[src/design/spi_port_settings.svh]
`ifndef SPI_PORT_SETTINGS_SVH
`define SPI_PORT_SETTINGS_SVH

// --------------------------------------------------
// bus and engine widths
// --------------------------------------------------
`define IO_ADDR_W 12          // io bus address
`define IO_DATA_W 16          // io bus data word
`define SPI_CNT_W 5           // engine step counter

// --------------------------------------------------
// port base addresses
// --------------------------------------------------
`define EVE_SPI_BASE   12'h100  // display controller
`define FLASH_SPI_BASE 12'h110  // serial flash

// --------------------------------------------------
// register offsets within a port
// --------------------------------------------------
`define SPI_REG_PINS    0     // static pin levels, read gives lanes
`define SPI_REG_START8  1     // start 8-bit transfer, read gives rx
`define SPI_REG_START16 2     // start 16-bit transfer, read gives rx
`define SPI_REG_IDLE    3     // engine idle flag in bit 0
`define SPI_REG_DIR     4     // quad lane direction, 1 = input
`define SPI_REG_QUAD    5     // quad mode enable

`endif
[src/design/spi_port_pkg.sv]
`include "spi_port_settings.svh"

package spi_port_pkg;

  // --------------------------------------------------
  // bus words
  // --------------------------------------------------
  typedef logic [`IO_ADDR_W-1:0] io_addr_t;
  typedef logic [`IO_DATA_W-1:0] io_data_t;

  // data lanes IO3, IO2, MISO (IO1), MOSI (IO0)
  typedef logic [3:0] spi_lanes_t;

  // pin bundle, bit order CS SCK IO3 IO2 MISO MOSI
  typedef struct packed {
    logic       cs;
    logic       sck;
    spi_lanes_t lanes;
  } spi_pins_t;

  // per-port configuration held by the register decoder
  typedef struct packed {
    spi_pins_t static_pins;   // ORed onto the engine pins
    logic      dir;           // quad lanes are inputs when set
    logic      quad;          // 4-lane shifting
  } spi_cfg_t;

  // engine FSM
  typedef enum logic {
    SPI_IDLE,
    SPI_SHIFT
  } spi_state_e;

endpackage

[src/design/spi_port_top.sv]
`timescale 1ns/1ps

module spi_port_top (
  input  logic                  pclk,
  input  logic                  SCKclock,
  input  logic                  io_w_i,
  input  logic                  io_r_i,
  input  spi_port_pkg::io_addr_t   io_a_i,
  input  spi_port_pkg::io_data_t   io_wd_i,
  input  spi_port_pkg::spi_lanes_t eve_in_i,
  input  spi_port_pkg::spi_lanes_t flash_in_i,
  output spi_port_pkg::io_data_t   io_rd_o,
  output spi_port_pkg::spi_pins_t  eve_pins_o,
  output spi_port_pkg::spi_lanes_t eve_oe_o,
  output spi_port_pkg::spi_pins_t  flash_pins_o,
  output spi_port_pkg::spi_lanes_t flash_oe_o
);
  import spi_port_pkg::*;

  spi_cfg_t   eve_cfg,     flash_cfg;
  logic       eve_start8,  flash_start8;
  logic       eve_start16, flash_start16;
  io_data_t   eve_rx,      flash_rx;
  logic       eve_idle,    flash_idle;
  spi_lanes_t eve_lanes,   flash_lanes;

  // --------------------------------------------------
  // register decoder
  // --------------------------------------------------
  io_reg_decode u_decode (
    .pclk(pclk), .SCKclock(SCKclock),
    .io_w_i(io_w_i), .io_r_i(io_r_i), .io_a_i(io_a_i), .io_wd_i(io_wd_i),
    .eve_rx_i(eve_rx), .flash_rx_i(flash_rx),
    .eve_idle_i(eve_idle), .flash_idle_i(flash_idle),
    .eve_lanes_i(eve_lanes), .flash_lanes_i(flash_lanes),
    .io_rd_o(io_rd_o), .eve_cfg_o(eve_cfg), .flash_cfg_o(flash_cfg),
    .eve_start8_o(eve_start8), .eve_start16_o(eve_start16),
    .flash_start8_o(flash_start8), .flash_start16_o(flash_start16)
  );

  // --------------------------------------------------
  // one engine per port
  // --------------------------------------------------
  spi_engine u_eve_spi (    // display controller
    .pclk(pclk), .SCKclock(SCKclock),
    .start8_i(eve_start8), .start16_i(eve_start16), .tx_i(io_wd_i),
    .cfg_i(eve_cfg), .lanes_i(eve_in_i), .rx_o(eve_rx), .idle_o(eve_idle),
    .pins_o(eve_pins_o), .oe_o(eve_oe_o), .lanes_o(eve_lanes)
  );

  spi_engine u_flash_spi (  // serial flash
    .pclk(pclk), .SCKclock(SCKclock),
    .start8_i(flash_start8), .start16_i(flash_start16), .tx_i(io_wd_i),
    .cfg_i(flash_cfg), .lanes_i(flash_in_i), .rx_o(flash_rx), .idle_o(flash_idle),
    .pins_o(flash_pins_o), .oe_o(flash_oe_o), .lanes_o(flash_lanes)
  );

endmodule

[src/design/spi_engine.sv]
`timescale 1ns/1ps
`include "spi_port_settings.svh"

module spi_engine (
  input  logic                  pclk,
  input  logic                  SCKclock,
  input  logic                  start8_i,
  input  logic                  start16_i,
  input  spi_port_pkg::io_data_t   tx_i,
  input  spi_port_pkg::spi_cfg_t   cfg_i,
  input  spi_port_pkg::spi_lanes_t lanes_i,
  output spi_port_pkg::io_data_t   rx_o,
  output logic                  idle_o,
  output spi_port_pkg::spi_pins_t  pins_o,
  output spi_port_pkg::spi_lanes_t oe_o,
  output spi_port_pkg::spi_lanes_t lanes_o
);
  import spi_port_pkg::*;

  // 8-bit transfers start halfway so they wrap after half the steps
  localparam logic [`SPI_CNT_W-1:0] CNT_HALF   = {1'b1, {(`SPI_CNT_W-1){1'b0}}};
  localparam logic [`SPI_CNT_W-1:0] STEP_SINGLE = `SPI_CNT_W'(1);
  localparam logic [`SPI_CNT_W-1:0] STEP_QUAD   = `SPI_CNT_W'(4);

  spi_state_e              state;
  logic [`SPI_CNT_W-1:0]   cnt;
  io_data_t                shifter;
  logic [`SPI_CNT_W-1:0]   cnt_next;
  logic                    sck;
  io_data_t                tx_swap;
  io_data_t                shift_in;
  spi_lanes_t              eng_lanes;
  spi_pins_t               eng_pins;

  assign cnt_next = cnt + (cfg_i.quad ? STEP_QUAD : STEP_SINGLE);
  assign sck      = cfg_i.quad ? cnt[2] : cnt[0];
  assign tx_swap  = {tx_i[7:0], tx_i[15:8]};    // low byte goes out first

  assign shift_in = cfg_i.quad ? {shifter[`IO_DATA_W-5:0], lanes_i}
                               : {shifter[`IO_DATA_W-2:0], lanes_i[1]};

  // --------------------------------------------------
  // shift FSM
  // --------------------------------------------------
  always_ff @(posedge pclk or posedge SCKclock) begin
    if (SCKclock) begin
      state   <= SPI_IDLE;
      cnt     <= '0;
      shifter <= '0;
    end else if (start8_i || start16_i) begin
      state   <= SPI_SHIFT;
      cnt     <= start8_i ? CNT_HALF : '0;
      shifter <= tx_swap;
    end else if (state == SPI_SHIFT) begin
      cnt <= cnt_next;
      if (cnt_next == '0)
        state <= SPI_IDLE;          // counter wrapped, done
      if (sck)
        shifter <= shift_in;        // sample on the high half of SCK
    end
  end

  // data lanes quiet while idle
  always_comb begin
    eng_lanes = '0;
    if (state == SPI_SHIFT)
      eng_lanes = cfg_i.quad ? shifter[`IO_DATA_W-1 -: 4]
                             : {3'b000, shifter[`IO_DATA_W-1]};
  end

  assign eng_pins = '{cs: 1'b0, sck: sck, lanes: eng_lanes};
  assign pins_o   = spi_pins_t'(cfg_i.static_pins | eng_pins);

  // single mode leaves MISO as input
  assign oe_o = cfg_i.quad ? {4{~cfg_i.dir}} : 4'b1101;

  assign rx_o    = shifter;
  assign idle_o  = (state == SPI_IDLE);
  assign lanes_o = lanes_i;     // pin readback

endmodule

[src/design/io_reg_decode.sv]
`timescale 1ns/1ps
`include "spi_port_settings.svh"

module io_reg_decode (
  input  logic                  pclk,
  input  logic                  SCKclock,
  input  logic                  io_w_i,
  input  logic                  io_r_i,
  input  spi_port_pkg::io_addr_t   io_a_i,
  input  spi_port_pkg::io_data_t   io_wd_i,
  input  spi_port_pkg::io_data_t   eve_rx_i,
  input  spi_port_pkg::io_data_t   flash_rx_i,
  input  logic                  eve_idle_i,
  input  logic                  flash_idle_i,
  input  spi_port_pkg::spi_lanes_t eve_lanes_i,
  input  spi_port_pkg::spi_lanes_t flash_lanes_i,
  output spi_port_pkg::io_data_t   io_rd_o,
  output spi_port_pkg::spi_cfg_t   eve_cfg_o,
  output spi_port_pkg::spi_cfg_t   flash_cfg_o,
  output logic                  eve_start8_o,
  output logic                  eve_start16_o,
  output logic                  flash_start8_o,
  output logic                  flash_start16_o
);
  import spi_port_pkg::*;

  localparam int NPORT = 2;     // 0 = display, 1 = flash

  localparam io_addr_t PORT_BASE [NPORT] = '{`EVE_SPI_BASE, `FLASH_SPI_BASE};

  // full address match on base plus register offset
  function automatic logic reg_hit(input io_addr_t addr, input io_addr_t base,
                                   input int unsigned off);
    return addr == io_addr_t'(base + off);
  endfunction

  spi_cfg_t   cfg_q  [NPORT];
  logic       start8 [NPORT];
  logic       start16[NPORT];
  io_data_t   rx     [NPORT];
  logic       idle   [NPORT];
  spi_lanes_t lanes  [NPORT];

  assign rx[0]    = eve_rx_i;
  assign rx[1]    = flash_rx_i;
  assign idle[0]  = eve_idle_i;
  assign idle[1]  = flash_idle_i;
  assign lanes[0] = eve_lanes_i;
  assign lanes[1] = flash_lanes_i;

  // --------------------------------------------------
  // config registers: static pins, dir, quad
  // --------------------------------------------------
  always_ff @(posedge pclk or posedge SCKclock) begin
    if (SCKclock) begin
      for (int p = 0; p < NPORT; p++) cfg_q[p] <= '0;   // pins low, single mode
    end else if (io_w_i) begin
      for (int p = 0; p < NPORT; p++) begin
        if (reg_hit(io_a_i, PORT_BASE[p], `SPI_REG_PINS))
          cfg_q[p].static_pins <= spi_pins_t'(io_wd_i[$bits(spi_pins_t)-1:0]);
        if (reg_hit(io_a_i, PORT_BASE[p], `SPI_REG_DIR))
          cfg_q[p].dir <= io_wd_i[0];
        if (reg_hit(io_a_i, PORT_BASE[p], `SPI_REG_QUAD))
          cfg_q[p].quad <= io_wd_i[0];
      end
    end
  end

  // start pulses last exactly as long as the write strobe
  always_comb begin
    for (int p = 0; p < NPORT; p++) begin
      start8[p]  = io_w_i && reg_hit(io_a_i, PORT_BASE[p], `SPI_REG_START8);
      start16[p] = io_w_i && reg_hit(io_a_i, PORT_BASE[p], `SPI_REG_START16);
    end
  end

  // --------------------------------------------------
  // read mux
  // --------------------------------------------------
  always_comb begin
    io_rd_o = '0;
    if (io_r_i) begin     // data only while the read strobe is up
      for (int p = 0; p < NPORT; p++) begin
        if (reg_hit(io_a_i, PORT_BASE[p], `SPI_REG_PINS))
          io_rd_o |= io_data_t'(lanes[p]);
        if (reg_hit(io_a_i, PORT_BASE[p], `SPI_REG_START8) ||
            reg_hit(io_a_i, PORT_BASE[p], `SPI_REG_START16))
          io_rd_o |= rx[p];
        if (reg_hit(io_a_i, PORT_BASE[p], `SPI_REG_IDLE))
          io_rd_o |= io_data_t'(idle[p]);
      end
    end
  end

  assign eve_cfg_o       = cfg_q[0];
  assign flash_cfg_o     = cfg_q[1];
  assign eve_start8_o    = start8[0];
  assign eve_start16_o   = start16[0];
  assign flash_start8_o  = start8[1];
  assign flash_start16_o = start16[1];

endmodule

[config.mk]
export PLATFORM = sky130hd
export DESIGN_NAME = spi_port_top
export DESIGN_NICKNAME = d
export VERILOG_FILES = /design/src/design/spi_port_pkg.sv /design/src/design/spi_port_top.sv /design/src/design/spi_engine.sv /design/src/design/io_reg_decode.sv
export VERILOG_INCLUDE_DIRS = /design/src /design/src/design
export SDC_FILE = /design/constraint.sdc
export NUM_CORES = 1
export LEC_CHECK = 0
export ABC_AREA = 1
export BUFFER_PORTS_ARGS = -buffer_cell sky130_fd_sc_hd__buf_2
export CAP_MARGIN = 20
export CORE_UTILIZATION = 51
export DETAILED_ROUTE_END_ITERATION = 16
export GPL_TIMING_DRIVEN = 0
export PLACE_DENSITY = 0.77
export SETUP_SLACK_MARGIN = 0.5
export SLEW_MARGIN = 20
export SYNTH_ARGS = -nofsm -noshare
export SYNTH_HDL_FRONTEND = slang
export SYNTH_SLANG_ARGS = --single-unit
[constraint.sdc]
create_clock -name pclk -period 1.8 [get_ports pclk]
set_clock_uncertainty 0.05 [all_clocks]
set_input_delay 0.36 -clock pclk [delete_from_list [all_inputs] [get_ports pclk]]
set_output_delay 0.36 -clock pclk [all_outputs]
set_load 0.005 [all_outputs]
======== After elaboration in Yosys (flattened, before gate mapping) ========
Index checks and enable logic that the tools add are counted.
storage, ports and cells
  output and inout port bits .............. 36
  input bits .............................. 40
  word-level logic and storage cells ...... 105
  bits in registers ....................... 60
cells by class
  multiplexer cells ....................... 42
  equal/unequal tests ..................... 12
  reductions and logical operators ........ 22
  add/sub/neg operators ................... 2
  bitwise operators ....................... 11
operator list
  cell                                                   count
  2-to-1 mux 16 bit                                      19
  equality test 12 x 9 -> 1 bit (second input constant)  12
  bitwise OR 16 x 1 -> 16 bit                            2
  bitwise OR 16 bit                                      2
  2-to-1 mux 5 bit                                       6
  2-to-1 mux 4 bit                                       7
  bitwise OR 16 x 4 -> 16 bit                            1
  AND reduction 2 bit                                    8
  bitwise OR 6 x 5 -> 6 bit                              2
  adder 5 bit                                            2
  zero test 5 bit                                        2
  2-to-1 mux 1 bit                                       8
  nonzero test 2 bit                                     4
  2-to-1 mux 3 bit                                       2
  logical AND 1 bit                                      4
  logical OR 1 bit                                       4
  NOT 1 bit                                              4

======== Depth between registers and ports, before layout ========
Gate-level depths: netlist of the first run.
  depth after elaboration ................. 18
  mapped depth ............................ 11
  depth with buffers taken out ............ 10

======== Cells and area by module ========
Synthesis of the first run repeated with hierarchy kept, for this count alone.
unflattened totals
  cells, all modules ...................... 607
  area total of the unflattened synthesis .. 4290.4 um^2
by module, submodules not included
  module         area an instance (um^2)  times used  cells each  seq. area each (um^2)
  spi_engine     1470.2                   2           206         550.5
  io_reg_decode  1350.0                   1           195         400.4

======== Least setup slack after synthesis of the first run ========
OpenSTA, ideal clock, no wires.
  path type ............................... input-to-output
  start point ............................. input io_a_i[3]
  end point ............................... output io_rd_o[10]
  cell stages on the path ................. 8
  arrival ................................. 1.327 ns
  path buffers ............................ 1
  data required time ...................... 1.390 ns
  setup slack ............................. 0.063 ns
  cells stage by stage .................... nor2_1 > inv_2 > nor2_8 > nand2_1 > buf_2 > o22ai_1 > inv_1 > nor2_1
on the way
  longest elaborated chain between the ends .. 16
  elaborated cells on any way between the ends .. 23
  those cells by class .................... eq/ne: 7; mux: 10; bitwise: 4; reduce/logical: 2
RTL lines
  element                        line                 RTL
  start, declared                spi_port_top.sv:8    input spi_port_pkg::io_addr_t io_a_i,
  equality test 12 x 9 -> 1 bit  io_reg_decode.sv:34  return addr == io_addr_t'(base + off);
  logical OR 1 bit               io_reg_decode.sv:86  if (reg_hit(io_a_i, PORT_BASE[p], `SPI_REG_START8) ||
  2-to-1 mux 16 bit              io_reg_decode.sv:86
  2-to-1 mux 16 bit              io_reg_decode.sv:82  if (io_r_i) begin
  bitwise OR 16 x 1 -> 16 bit    io_reg_decode.sv:90  io_rd_o |= io_data_t'(idle[p]);
  2-to-1 mux 16 bit              io_reg_decode.sv:89  if (reg_hit(io_a_i, PORT_BASE[p], `SPI_REG_IDLE))
  2-to-1 mux 16 bit              io_reg_decode.sv:82
  bitwise OR 16 x 4 -> 16 bit    io_reg_decode.sv:85  io_rd_o |= io_data_t'(lanes[p]);
  2-to-1 mux 16 bit              io_reg_decode.sv:84  if (reg_hit(io_a_i, PORT_BASE[p], `SPI_REG_PINS))
  2-to-1 mux 16 bit              io_reg_decode.sv:82
  bitwise OR 16 bit              io_reg_decode.sv:88  io_rd_o |= rx[p];
  2-to-1 mux 16 bit              io_reg_decode.sv:86
  2-to-1 mux 16 bit              io_reg_decode.sv:82
  bitwise OR 16 x 1 -> 16 bit    io_reg_decode.sv:90
  2-to-1 mux 16 bit *            io_reg_decode.sv:89
  2-to-1 mux 16 bit *            io_reg_decode.sv:82
  end, declared                  spi_port_top.sv:12   output spi_port_pkg::io_data_t io_rd_o,
Mark *: on every way between the ends. The rest lies on a longest branch, timed or not. The select of a mux whose other input is x is not followed.

======== Worst setup path after layout of the first run ========
  start point ............................. input io_a_i[11]
  end point ............................... output io_rd_o[12]
Same word-level chain as after synthesis.

==> summary.txt, run 1 <==
Finish
  • Final Cell Area: 0.006341 mm²
  • Nets: 758
  • Area grow syn2layout: 58.72%
  • Layout cells sized above 1: a little under half
  • N_diodes: 0
  • Layout fillers: 386
  • Multi-input logic area: between 0.002 and 0.003 mm²
  • Register area: 0.001503 mm²

Floorplanning
  • Die ar.: 0.008191 mm²
  • Core Rows: 31
  • Core Area: 0.007408 mm²
  • Chip width: 90.51 µm
  • Starting Density: 53.93%
  • Num ports: 76
  • Die height: 90.51 µm

Logic synthesis
  • Number of synthesized flops with an enable pin: 0
  • Seq/Total Area, Yosys: around 38%
  • Post-Syn Nets: 623
  • Syn Area/Cell: 6.924 µm²
  • Syn Inst Count: 577
  • Cell Area, Synth: ~0.004 mm²
  • Seq cells post-synth: 60
  • Synth Flop Type: dfrtp_1
  • Post-synth top area cell: dfrtp_1
  • Synth cell types: 30
  • Async set-or-reset flop fraction in the synthesized netlist: 100.0%
  • Yosys Warn Count: 0
  • Top post-synthesis cells by area: dfrtp_1, nand2_1, o21ai_0
  • Area share of the largest cell type after synthesis: a little under two fifths

Outcome
  • Failing checks: setup timing
  • Outcome: complete, but fails checks

Clocking
  • Num Clock Sinks: 60
  • Post-CTS Hold Fix Bufs: 0
  • Clk root buf: clkbuf_8
  • Clock buffer depth: 2
  • Num CTS Buffers: 9
  • Clock-pin slew on the worst setup and hold paths: 70 ps
  • Htree depth: 3
  • Worst-Skew Late Latency: 360 ps
  • TritonCTS clock tree: yes

Hold path
  • Worst Hold Class: in2async

Setup path
  • FF-to-FF path depth: 10
  • Worst Setup EP: io_rd_o[12]
  • Critical Path Fanout Max: 6
  • Worst setup path start: io_a_i[11]
  • Worst EP arrival: 1590 ps
  • CP Capture Type: output port
  • R2r setup slk: -70 ps
  • Reg-to-reg endpoint: u_flash_spi.state
  • Reg2reg start: u_decode.flash_cfg_o[0]
  • Worst EP required: 1390 ps
  • CP startpoint kind: primary input
  • Critical Setup Path Class: in2out

STA
  • Final setup vio count: 22
  • Period minus WS final: about 2000 ps
  • Period utilization: 111.2%
  • Slew Limit Headroom: 54.77%
  • Worst-Margin Slew: roughly 680 ps
  • RSZ-0062 raised after global routing: yes
  • Max-slew violations: 0
  • Final Hold Vio Count: 0
  • PnR worst setup slack: -202.5 ps
  • Max Freq: 499.4 MHz
  • Setup_tns: -2468 ps

Route
  • Final routed DRC violation total: 0
  • DR WL met2: approximately 8.2 mm
  • Final antenna-violating net count: 0
  • Metal3 WL: 1.498 mm
  • Highest routed layer: met4
  • WL final: 16.41 mm
  • Drt via density: ~6.1
  • DR iter-0 viols: 541
  • DR WL/cell: about 20 µm
  • Post-Route M1 WL: approximately 5.7 mm
  • Drt pass-1 iters: 5
  • Vias: between 4000 and 5000

Power and ir drop
  • Worst vdd ir: 0.4747 mV
  • Leakage Power: about 0.0032 µW
  • Power density over the cells: 614.0 mW/mm²
  • Overall Power: about 4000 µW

Placed design
  • DP HPWL: 8.987 mm
  • Dpl ws: -267.6 ps
  • Placer Congestion: 0.8882
  • Placed cell areas: about 0.0048 mm²
  • Port Buffers: between 70 and 80

GRT
  • All-Layer GR Usage: 35.25%
  • Grt ovf: 0
  • Largest net degree at the start of global routing: 33
  • Vias in the first global route: 4511
  • First-pass GRT wire length: between 20 and 25 mm
  • Initial antenna violation count: 0

Run
  • Maxcap violations: 0
[cells by family after synthesis]
logic type / synth area share [%]
and+or+nand+nor: 25.37
buffers and inverters: 12.72
xor gates and xnor gates: 1.315
adders and majority gates: 1.879
DFF: 37.58
AOI/OAI and AO/OA: 20.64
muxes: 0.5011
[placed cells by master (no fill, tap or decap), types with 3 or more instances in the layout]
cell type	instances
nor2_1	25
dfrtp_1	59
nand3_1	15
buf_12	5
o21bai_1	8
buf_2	57
nand2_1	113
nor2_4	10
buf_4	29
nand3_2	3
a21oi_1	3
o22ai_4	5
o21ai_0	27
nand2_8	4
ha_4	6
buf_6	56
buf_8	4
nand3_4	3
nand2_4	13
o22ai_2	7
inv_1	68
o21ai_2	26
clkbuf_16	3
o21ai_1	64
clkbuf_8	14
o21ai_4	7
nand2_2	45
clkinvlp_4	4
[synth_stat cells, drive strengths merged, types with 6 or more instances]
cell / number
nor2: 38
clkbuf: 7
inv: 79
o21ai: 124
nand2: 175
nand3: 21
ha: 6
o21bai: 8
dfrtp: 60
o22ai: 12
buf: 28
[worst max-delay path: stages]
cell and delay, ps:
buf_6 100, nor2_4 120, nand2_4 80, nor2_4 200, nand2_8 100, buf_16 160, o22ai_4 160, inv_1 70
nor2_1 90, buf_2 140
[area by class of cell]
cell class,instances,area share [%]
repair buffers,124,15.81
inverters,79,5.564
multi-input cells,403,42.86
clock buffers,12,2.447
well taps,99,1.953
plain buffers,35,6.926
clock inverters,4,0.7498
flip-flops and latches,60,23.70
[worst min-delay path by stage]
| stage | start | depth (start not counted) | slack (ps) | endpoint |
|---|---|---|---|---|
| final | SCKclock | 2 | 50 | u_decode.flash_cfg_o[1] |
| after global routing | SCKclock | 2 | 100 | u_decode.flash_cfg_o[1] |
| after CTS | SCKclock | 2 | 50 | u_decode.flash_cfg_o[1] |
| after detailed placement | u_decode.flash_cfg_o[4] | 2 | 420 | u_decode.flash_cfg_o[4] |
| after global placement | u_decode.eve_cfg_o[4] | 2 | 410 | u_decode.eve_cfg_o[4] |
| after floorplan | u_decode.eve_cfg_o[2] | 2 | 400 | u_decode.eve_cfg_o[2] |
[per-stage QoR]
step	cells	util [%]	hold WS, ps
final	816	85.59	50.72
after detailed placement	752	64.75	424.8
after CTS	800	79.40	54.56
after global routing	816	85.59	97.75
after floorplan	577	-	399.1
after global placement	751	64.48	414.0
[state kept, by name, indices dropped and copies added (netlist names)]
register,count
u_eve_spi.cnt,5
u_decode.eve_cfg_o,8
u_flash_spi.state,1
u_decode.flash_cfg_o,8
u_flash_spi.cnt,5
u_eve_spi.state,1
u_eve_spi.rx_o,16
u_flash_spi.rx_o,16
[where the power goes]
| group | internal (µW) | total, µW | switching, µW | leakage (µW) |
|---|---|---|---|---|
| clock | 711 | 1280 | 567 | 0.000102 |
| combinational | 430 | 1040 | 615 | 0.00234 |
| sequential | 1470 | 1570 | 105 | 0.000746 |
[metal layers]
| metal | vias up | track usage, % |
|---|---|---|
| met2 | 390 | 59.03 |
| li1 | 2115 | - |
| met3 | 105 | 9.343 |
| met1 | 2335 | 41.76 |
| met4 | 0 | 17.20 |
| met5 | - | 0 |
[what timing repair did]
item	CTS	global route
gates cloned	4	1
setup buffers	28	15
resized for setup	148	91
setup endpoints to repair	86	92
pin swaps	38	37
Power figures use the tool's default switching activity.
==> inputs of run 2 (changes only) <==
--- a/config.mk
+++ b/config.mk
@@ -9,10 +9,9 @@
 export ABC_AREA = 1
 export BUFFER_PORTS_ARGS = -buffer_cell sky130_fd_sc_hd__buf_2
 export CAP_MARGIN = 20
-export CORE_UTILIZATION = 51
+export CORE_UTILIZATION = 40
 export DETAILED_ROUTE_END_ITERATION = 16
 export GPL_TIMING_DRIVEN = 0
-export PLACE_DENSITY = 0.77
 export SETUP_SLACK_MARGIN = 0.5
 export SLEW_MARGIN = 20
 export SYNTH_ARGS = -nofsm -noshare
==> run 2 against run 1 <==
- the flow still finishes with violations (setup timing)
- final cell count rose by 5.0%
- clock-buffer cell count rose by 1
- combinational power fell by 6%
- final area increased by 3.6%
- maximum frequency is 1.3% higher
- register-to-register slack improved by 150 ps
- sequential share of layout area decreased by 0.84 points
- die area up 27%
- first-iteration DRC count shrank 49%
- critical path type unchanged
- critical endpoint is now io_rd_o[5]
- largest power group unchanged
==> summary.txt, run 2 (synthesis gave the netlist of run 1 again) <==
Floorplanning
  • Chip width: 101.9 µm (was 90.51 µm)
  • Die ar.: 0.01039 mm² (was 0.008191 mm²)
  • Die height: 101.9 µm (was 90.51 µm)
  • Num ports: 76 (unchanged)
  • Core Rows: 36 (was 31)
  • Starting Density: 41.06% (was 53.93%)
  • Core Area: 0.009729 mm² (was 0.007408 mm²)

Placed design
  • Placer Congestion: 0.8897 (was 0.8882)
  • Placed cell areas: 0.004860 mm² (was 0.004797 mm²)
  • DP HPWL: 9.555 mm (was 8.987 mm)
  • Port Buffers: 75 (unchanged)
  • Dpl ws: -317.6 ps (was -267.6 ps)

GRT
  • Routing usage on met1: 35.09% (was 41.76%)
  • Initial antenna violation count: 0 (unchanged)
  • GRT busiest layer: met2 (unchanged)
  • Met2 GRT Util: 47.25% (was 59.03%)
  • All-Layer GR Usage: 27.32% (was 35.25%)
  • Largest net degree at the start of global routing: 26 (was 33)
  • Vias in the first global route: 4207 (was 4511)
  • Met3 Resource Use GR: 4.651% (was 9.343%)
  • First-pass GRT wire length: 21.31 mm (was 22.33 mm)
  • Grt ovf: 0 (unchanged)

Setup path
  • Worst EP arrival: 1570 ps (was 1590 ps)
  • CP Capture Type: output port (unchanged)
  • Critical Setup Path Class: in2out (unchanged)
  • Critical Path Fanout Max: 6 (unchanged)
  • Worst EP required: 1390 ps (about the same)
  • CP startpoint kind: primary input (unchanged)
  • FF-to-FF path depth: 9 (was 10)

Hold path
  • Hold depth: 3
  • Worst Hold Class: in2reg (was in2async)

STA
  • Period utilization: 109.8% (was 111.2%)
  • Worst-Margin Slew: 346.0 ps (was 677.1 ps)
  • Max Freq: 505.9 MHz (was 499.4 MHz)
  • Period minus WS final: 1977 ps (was 2002 ps)
  • Final Hold Vio Count: 0 (unchanged)
  • Final setup vio count: 17 (was 22)
  • RSZ-0062 raised after global routing: yes (unchanged)
  • Slew Limit Headroom: 76.69% (was 54.77%)
  • PnR worst setup slack: -176.5 ps (was -202.5 ps)
  • Max-slew violations: 0 (unchanged)

Finish
  • Layout cells sized above 1: 49.59% (was 45.05%)
  • Nets: 765 (was 758)
  • Area grow syn2layout: 64.45% (was 58.72%)
  • Final Cell Area: 0.006570 mm² (was 0.006341 mm²)
  • Layout fillers: 818 (was 386)
  • Most frequent cells in the layout: nand2_1, inv_1, buf_6, o21ai_1, dfrtp_1 (was nand2_1, inv_1, o21ai_1, dfrtp_1, buf_2)
  • N_diodes: 0 (unchanged)
  • Most common cell after layout, fill and taps aside: nand2_1 (unchanged)

Power and ir drop
  • Power density over the cells: 609.8 mW/mm² (was 614.0 mW/mm²)
  • Leakage Power: 0.003291 µW (was 0.003191 µW)
  • Overall Power: 4006 µW (was 3894 µW)
  • Worst vdd ir: 0.3659 mV (was 0.4747 mV)

Clocking
  • Num CTS Buffers: 9 (unchanged)
  • Clock-pin slew on the worst setup and hold paths: 70 ps (about the same)
  • Worst-Skew Late Latency: 350 ps (was 360 ps)
  • TritonCTS clock tree: yes (unchanged)
  • Clk root buf: clkbuf_8 (unchanged)
  • Clock buffer depth: 2 (unchanged)
  • Htree depth: 3 (unchanged)
  • Num Clock Sinks: 60 (unchanged)

Outcome
  • Outcome: complete, but fails checks (unchanged)
  • Failing checks: setup timing (unchanged)

Route
  • Drt via density: 5.257 (was 6.060)
  • Final antenna-violating net count: 0 (unchanged)
  • Vias: 4505 (was 4945)
  • WL final: 14.17 mm (was 16.41 mm)
  • DR WL/cell: 16.54 µm (was 20.11 µm)
  • DR iter-0 viols: 277 (was 541)
  • Final routed DRC violation total: 0 (unchanged)
  • Drt pass-1 iters: 5 (unchanged)

Run
  • Maxcap violations: 0 (unchanged)
## run 2: final cells by class
cell class	count	area (µm²)	area share [%]
Multi-Input combinational cell	403	2770	42.16
Timing Repair Buffer	131	1111	16.91
Sequential cell	60	1501	22.85
Clock inverter	3	67.56	1.028
Clock buffer	13	168.9	2.571
Tap cell	133	166.4	2.533
Inverter	79	347.8	5.294
Buffer	35	436.7	6.646
## run 2: routing by layer
metal	routed length [µm]	share of wire [%]	up-vias
li1	-	-	2133
met1	5826	41	2233
met2	7449	53	114
met3	632	4.5	25
met4	263	1.9	0
met5	0	0	-
## run 2: final timing paths
check / startpoint / to / slack (ps)
min: io_wd_i[7] / u_flash_spi.rx_o[15] / 240
min in group asynchronous: SCKclock / u_eve_spi.state / 380
max: io_a_i[8] / io_rd_o[5] / -180
max in group asynchronous: SCKclock / u_decode.flash_cfg_o[3] / 780
max reg2reg: u_decode.eve_cfg_o[0] / u_eve_spi.state / 80
min reg2reg: u_decode.flash_cfg_o[6] / u_decode.flash_cfg_o[6] / 440
## run 2: stage by stage
stage               TNS (ps)  hold WS [ps]  cells  utilization, %
finish                 -2183         241.1    857           67.53
CTS                    -1572         233.7    840           61.28
detailed placement     -4001         315.1    787           49.95
global route           -3530         230.3    857           67.53
floorplan                  0         399.1    577               -
global placement       -3702         415.8    785           49.54
## run 2: power by group
part           total, µW  internal, µW  switching (µW)
Clock               1470           894             579
Combinational        977           418             559
Sequential          1560          1470            89.9
Total               4010          2780            1230
## run 2: timing repair
item	in CTS	in global routing
endpoints found under the hold margin	14	0
hold buffers	1	0
cloned	4	2
gates resized for setup	171	126
setup buffers	32	15
endpoints found under the setup margin	87	120
pin swaps	52	61
## run 2: critical path: stages
cell and delay [ps]:
buf_8 80, inv_8 30, nor2_4 100, nand2_4 70, nor2_4 200, nand2_4 120
clkbuf_16 170, o22ai_2 160, inv_1 70, nor2_1 80, buf_2 120
==> inputs of run 3 (changes only) <==
--- a/config.mk
+++ b/config.mk
@@ -9,7 +9,7 @@
 export ABC_AREA = 1
 export BUFFER_PORTS_ARGS = -buffer_cell sky130_fd_sc_hd__buf_2
 export CAP_MARGIN = 20
-export CORE_UTILIZATION = 40
+export CORE_UTILIZATION = 30
 export DETAILED_ROUTE_END_ITERATION = 16
 export GPL_TIMING_DRIVEN = 0
 export SETUP_SLACK_MARGIN = 0.5
==> run 3 against run 2 <==
- the run still ends with setup timing left
- core utilization fell by 15 points
- worst setup slack improved by 22 ps
- final cell count rose by 5.0%
- final area rose by 2.6%
- first-iteration DRC count rose by 24%
- critical path depth fell by 1
- register-to-register slack improved by 30 ps
- clock power rose by 21%
- critical path type unchanged
- critical endpoint is now io_rd_o[11]
- highest routed layer unchanged
==> summary.txt, run 3 (synthesis gave the netlist of run 1 again) <==
Outcome
  • Outcome: complete, but fails checks (unchanged)
  • Failing checks: setup timing (unchanged)

Floorplanning
  • Core Area: 0.01282 mm² (was 0.009729 mm²)
  • Starting Density: 31.15% (was 41.06%)
  • Chip width: 117.4 µm (was 101.9 µm)
  • Die height: 117.4 µm (was 101.9 µm)
  • Num ports: 76 (unchanged)
  • Die ar.: 0.01378 mm² (was 0.01039 mm²)
  • Core Rows: 41 (was 36)

Finish
  • Most common cell after layout, fill and taps aside: nand2_1 (unchanged)
  • Layout cells sized above 1: 47.66% (was 49.59%)
  • Area grow syn2layout: 68.74% (was 64.45%)
  • Final core occ: 52.57% (was 67.53%)
  • Non-Filler Instances: 900 (was 857)
  • Most frequent cells in the layout: nand2_1, o21ai_1, inv_1, dfrtp_1, buf_6 (was nand2_1, inv_1, buf_6, o21ai_1, dfrtp_1)
  • Nets: 769 (was 765)
  • N_diodes: 0 (unchanged)
  • Layout fillers: 1147 (was 818)

Clocking
  • Worst-Skew Late Latency: 340 ps (was 350 ps)
  • Htree depth: 3 (unchanged)
  • TritonCTS clock tree: yes (unchanged)
  • Num Clock Sinks: 60 (unchanged)
  • Num CTS Buffers: 9 (unchanged)
  • Clk root buf: clkbuf_16 (was clkbuf_8)
  • Clock-pin slew on the worst setup and hold paths: 60 ps (was 70 ps)
  • Clock buffer depth: 2 (unchanged)

GRT
  • Routing usage on met1: 25.39% (was 35.09%)
  • Met2 GRT Util: 36.69% (was 47.25%)
  • Met3 Resource Use GR: 3.648% (was 4.651%)
  • Grt ovf: 0 (unchanged)
  • First-pass GRT wire length: 22.97 mm (was 21.31 mm)
  • Initial antenna violation count: 0 (unchanged)
  • All-Layer GR Usage: 21.20% (was 27.32%)
  • Largest net degree at the start of global routing: 27 (was 26)
  • Vias in the first global route: 4468 (was 4207)
  • GRT busiest layer: met2 (unchanged)

Setup path
  • Critical Path Fanout Max: 6 (unchanged)
  • CP Capture Type: output port (unchanged)
  • Most used cell, CP: nor2_4
  • CP startpoint kind: primary input (unchanged)
  • Critical path's slowest cell: clkbuf_16 (was nor2_4)
  • Worst EP required: 1390 ps (about the same)
  • Critical Setup Path Class: in2out (unchanged)
  • Critical path cell sequence: buf_6 > nor2_4 > nand2_2 > nor2_4 > nand2_4 > clkbuf_16 > o22ai_2 > inv_1 > nor2_1 > buf_2 (was buf_8 > inv_8 > nor2_4 > nand2_4 > nor2_4 > nand2_4 > clkbuf_16 > o22ai_2 > inv_1 > nor2_1 > buf_2)
  • Worst path max stage delay: 180 ps (was 200 ps)
  • Worst EP arrival: 1540 ps (was 1570 ps)

Run
  • Maxcap violations: 0 (unchanged)

Power and ir drop
  • Sw Pwr: 1305 µW (was 1228 µW)
  • Switching share of power: 30.17% (was 30.65%)
  • Seq pwr share: 36.2% (was 38.8%)
  • Comb pwr share: 22.6% (was 24.4%)
  • Worst vdd ir: 0.4362 mV (was 0.3659 mV)
  • Power density over the cells: 641.7 mW/mm² (was 609.8 mW/mm²)
  • Pint: 3021 µW (was 2778 µW)
  • Leakage Power: 0.003352 µW (was 0.003291 µW)
  • Overall Power: 4326 µW (was 4006 µW)
  • Clk network pwr share: 41.2% (was 36.8%)

Route
  • Vias: 4564 (was 4505)
  • DR WL/cell: 16.46 µm (was 16.54 µm)
  • WL final: 14.82 mm (was 14.17 mm)
  • Final routed DRC violation total: 0 (unchanged)
  • DR iter-0 viols: 344 (was 277)
  • Final antenna-violating net count: 0 (unchanged)
  • Drt pass-1 iters: 6 (was 5)
  • Drt via density: 5.071 (was 5.257)

Hold path
  • Worst Hold Class: in2reg (unchanged)

Placed design
  • Placed Instances: 826 (was 787)
  • Port Buffers: 75 (unchanged)
  • Placer Congestion: 0.8539 (was 0.8897)
  • DP HPWL: 9.862 mm (was 9.555 mm)

STA
  • Max-slew violations: 0 (unchanged)
  • Final Hold Vio Count: 0 (unchanged)
  • Hold Worst Slack: 261.3 ps (was 241.1 ps)
  • Worst-Margin Slew: 526.7 ps (was 346.0 ps)
  • PnR worst setup slack: -154.1 ps (was -176.5 ps)
  • Period utilization: 108.6% (was 109.8%)
  • RSZ-0062 raised after global routing: yes (unchanged)
  • Setup_tns: -1731 ps (was -2183 ps)
  • Slew Limit Headroom: 64.89% (was 76.69%)
  • Period minus WS final: 1954 ps (was 1977 ps)
  • Final setup vio count: 18 (was 17)
  • Max Freq: 511.8 MHz (was 505.9 MHz)
run 3: path summary, 6_finish.rpt:
check,start,to,slack (ps),cells after the start
worst max register to register,u_decode.eve_cfg_o[0],u_eve_spi.state,110,9
worst max-delay path,io_a_i[7],io_rd_o[11],-150,10
min in group asynchronous,SCKclock,u_decode.flash_cfg_o[0],410,3
worst min register to register,u_decode.eve_cfg_o[4],u_decode.eve_cfg_o[4],440,2
worst min-delay path,io_wd_i[6],u_flash_spi.rx_o[14],260,3
max in group asynchronous,SCKclock,u_flash_spi.rx_o[8],740,5
run 3: cell type report:
class / count / area, µm² / area share (%)
Sequential cell: 60 / 1501 / 22.27
Inverter: 79 / 352.8 / 5.234
Clock buffer: 12 / 256.5 / 3.805
Buffer: 35 / 431.7 / 6.403
Tap cell: 172 / 215.2 / 3.192
Clock inverter: 4 / 47.55 / 0.7053
Timing Repair Buffer: 135 / 1165 / 17.28
Multi-Input combinational cell: 403 / 2771 / 41.11
run 3: metal layers:
metal,part of all wire (%),wire (µm)
met4,3.3,486
met3,4.8,709
met2,53,7792
met1,39,5830
met5,0,0
run 3: through the flow:
step                instance area, µm²  worst slack (ps)
global route                      6741            -208.7
CTS                               6087            -106.6
finish                            6741            -154.1
floorplan                         4278             143.9
global placement                  4868            -271.1
detailed placement                4908            -297.6
run 3: power by group through the flow:
| stage | registers, µW | clock network (µW) | logic (µW) |
|---|---|---|---|
| floorplan | 1550 | 0 | 475 |
| global placement | 1560 | 0 | 683 |
| detailed placement | 1570 | 0 | 707 |
| CTS | 1560 | 1800 | 847 |
| global route | 1580 | 1860 | 1080 |
| finish | 1560 | 1780 | 978 |
run 3: what timing repair did:
item | in CTS | in global routing
hold buffers | 1 | 0
pin swaps | 47 | 30
setup endpoints to repair | 90 | 121
buffers inserted | 36 | 13
resized for setup | 145 | 120
gates cloned | 4 | 4
hold endpoints to repair | 12 | 0
run 3: critical path, delay by kind of cell:
family	cells	cell delay, ps
compound gates	1	160
buf+inv	4	470
simple gates	5	550
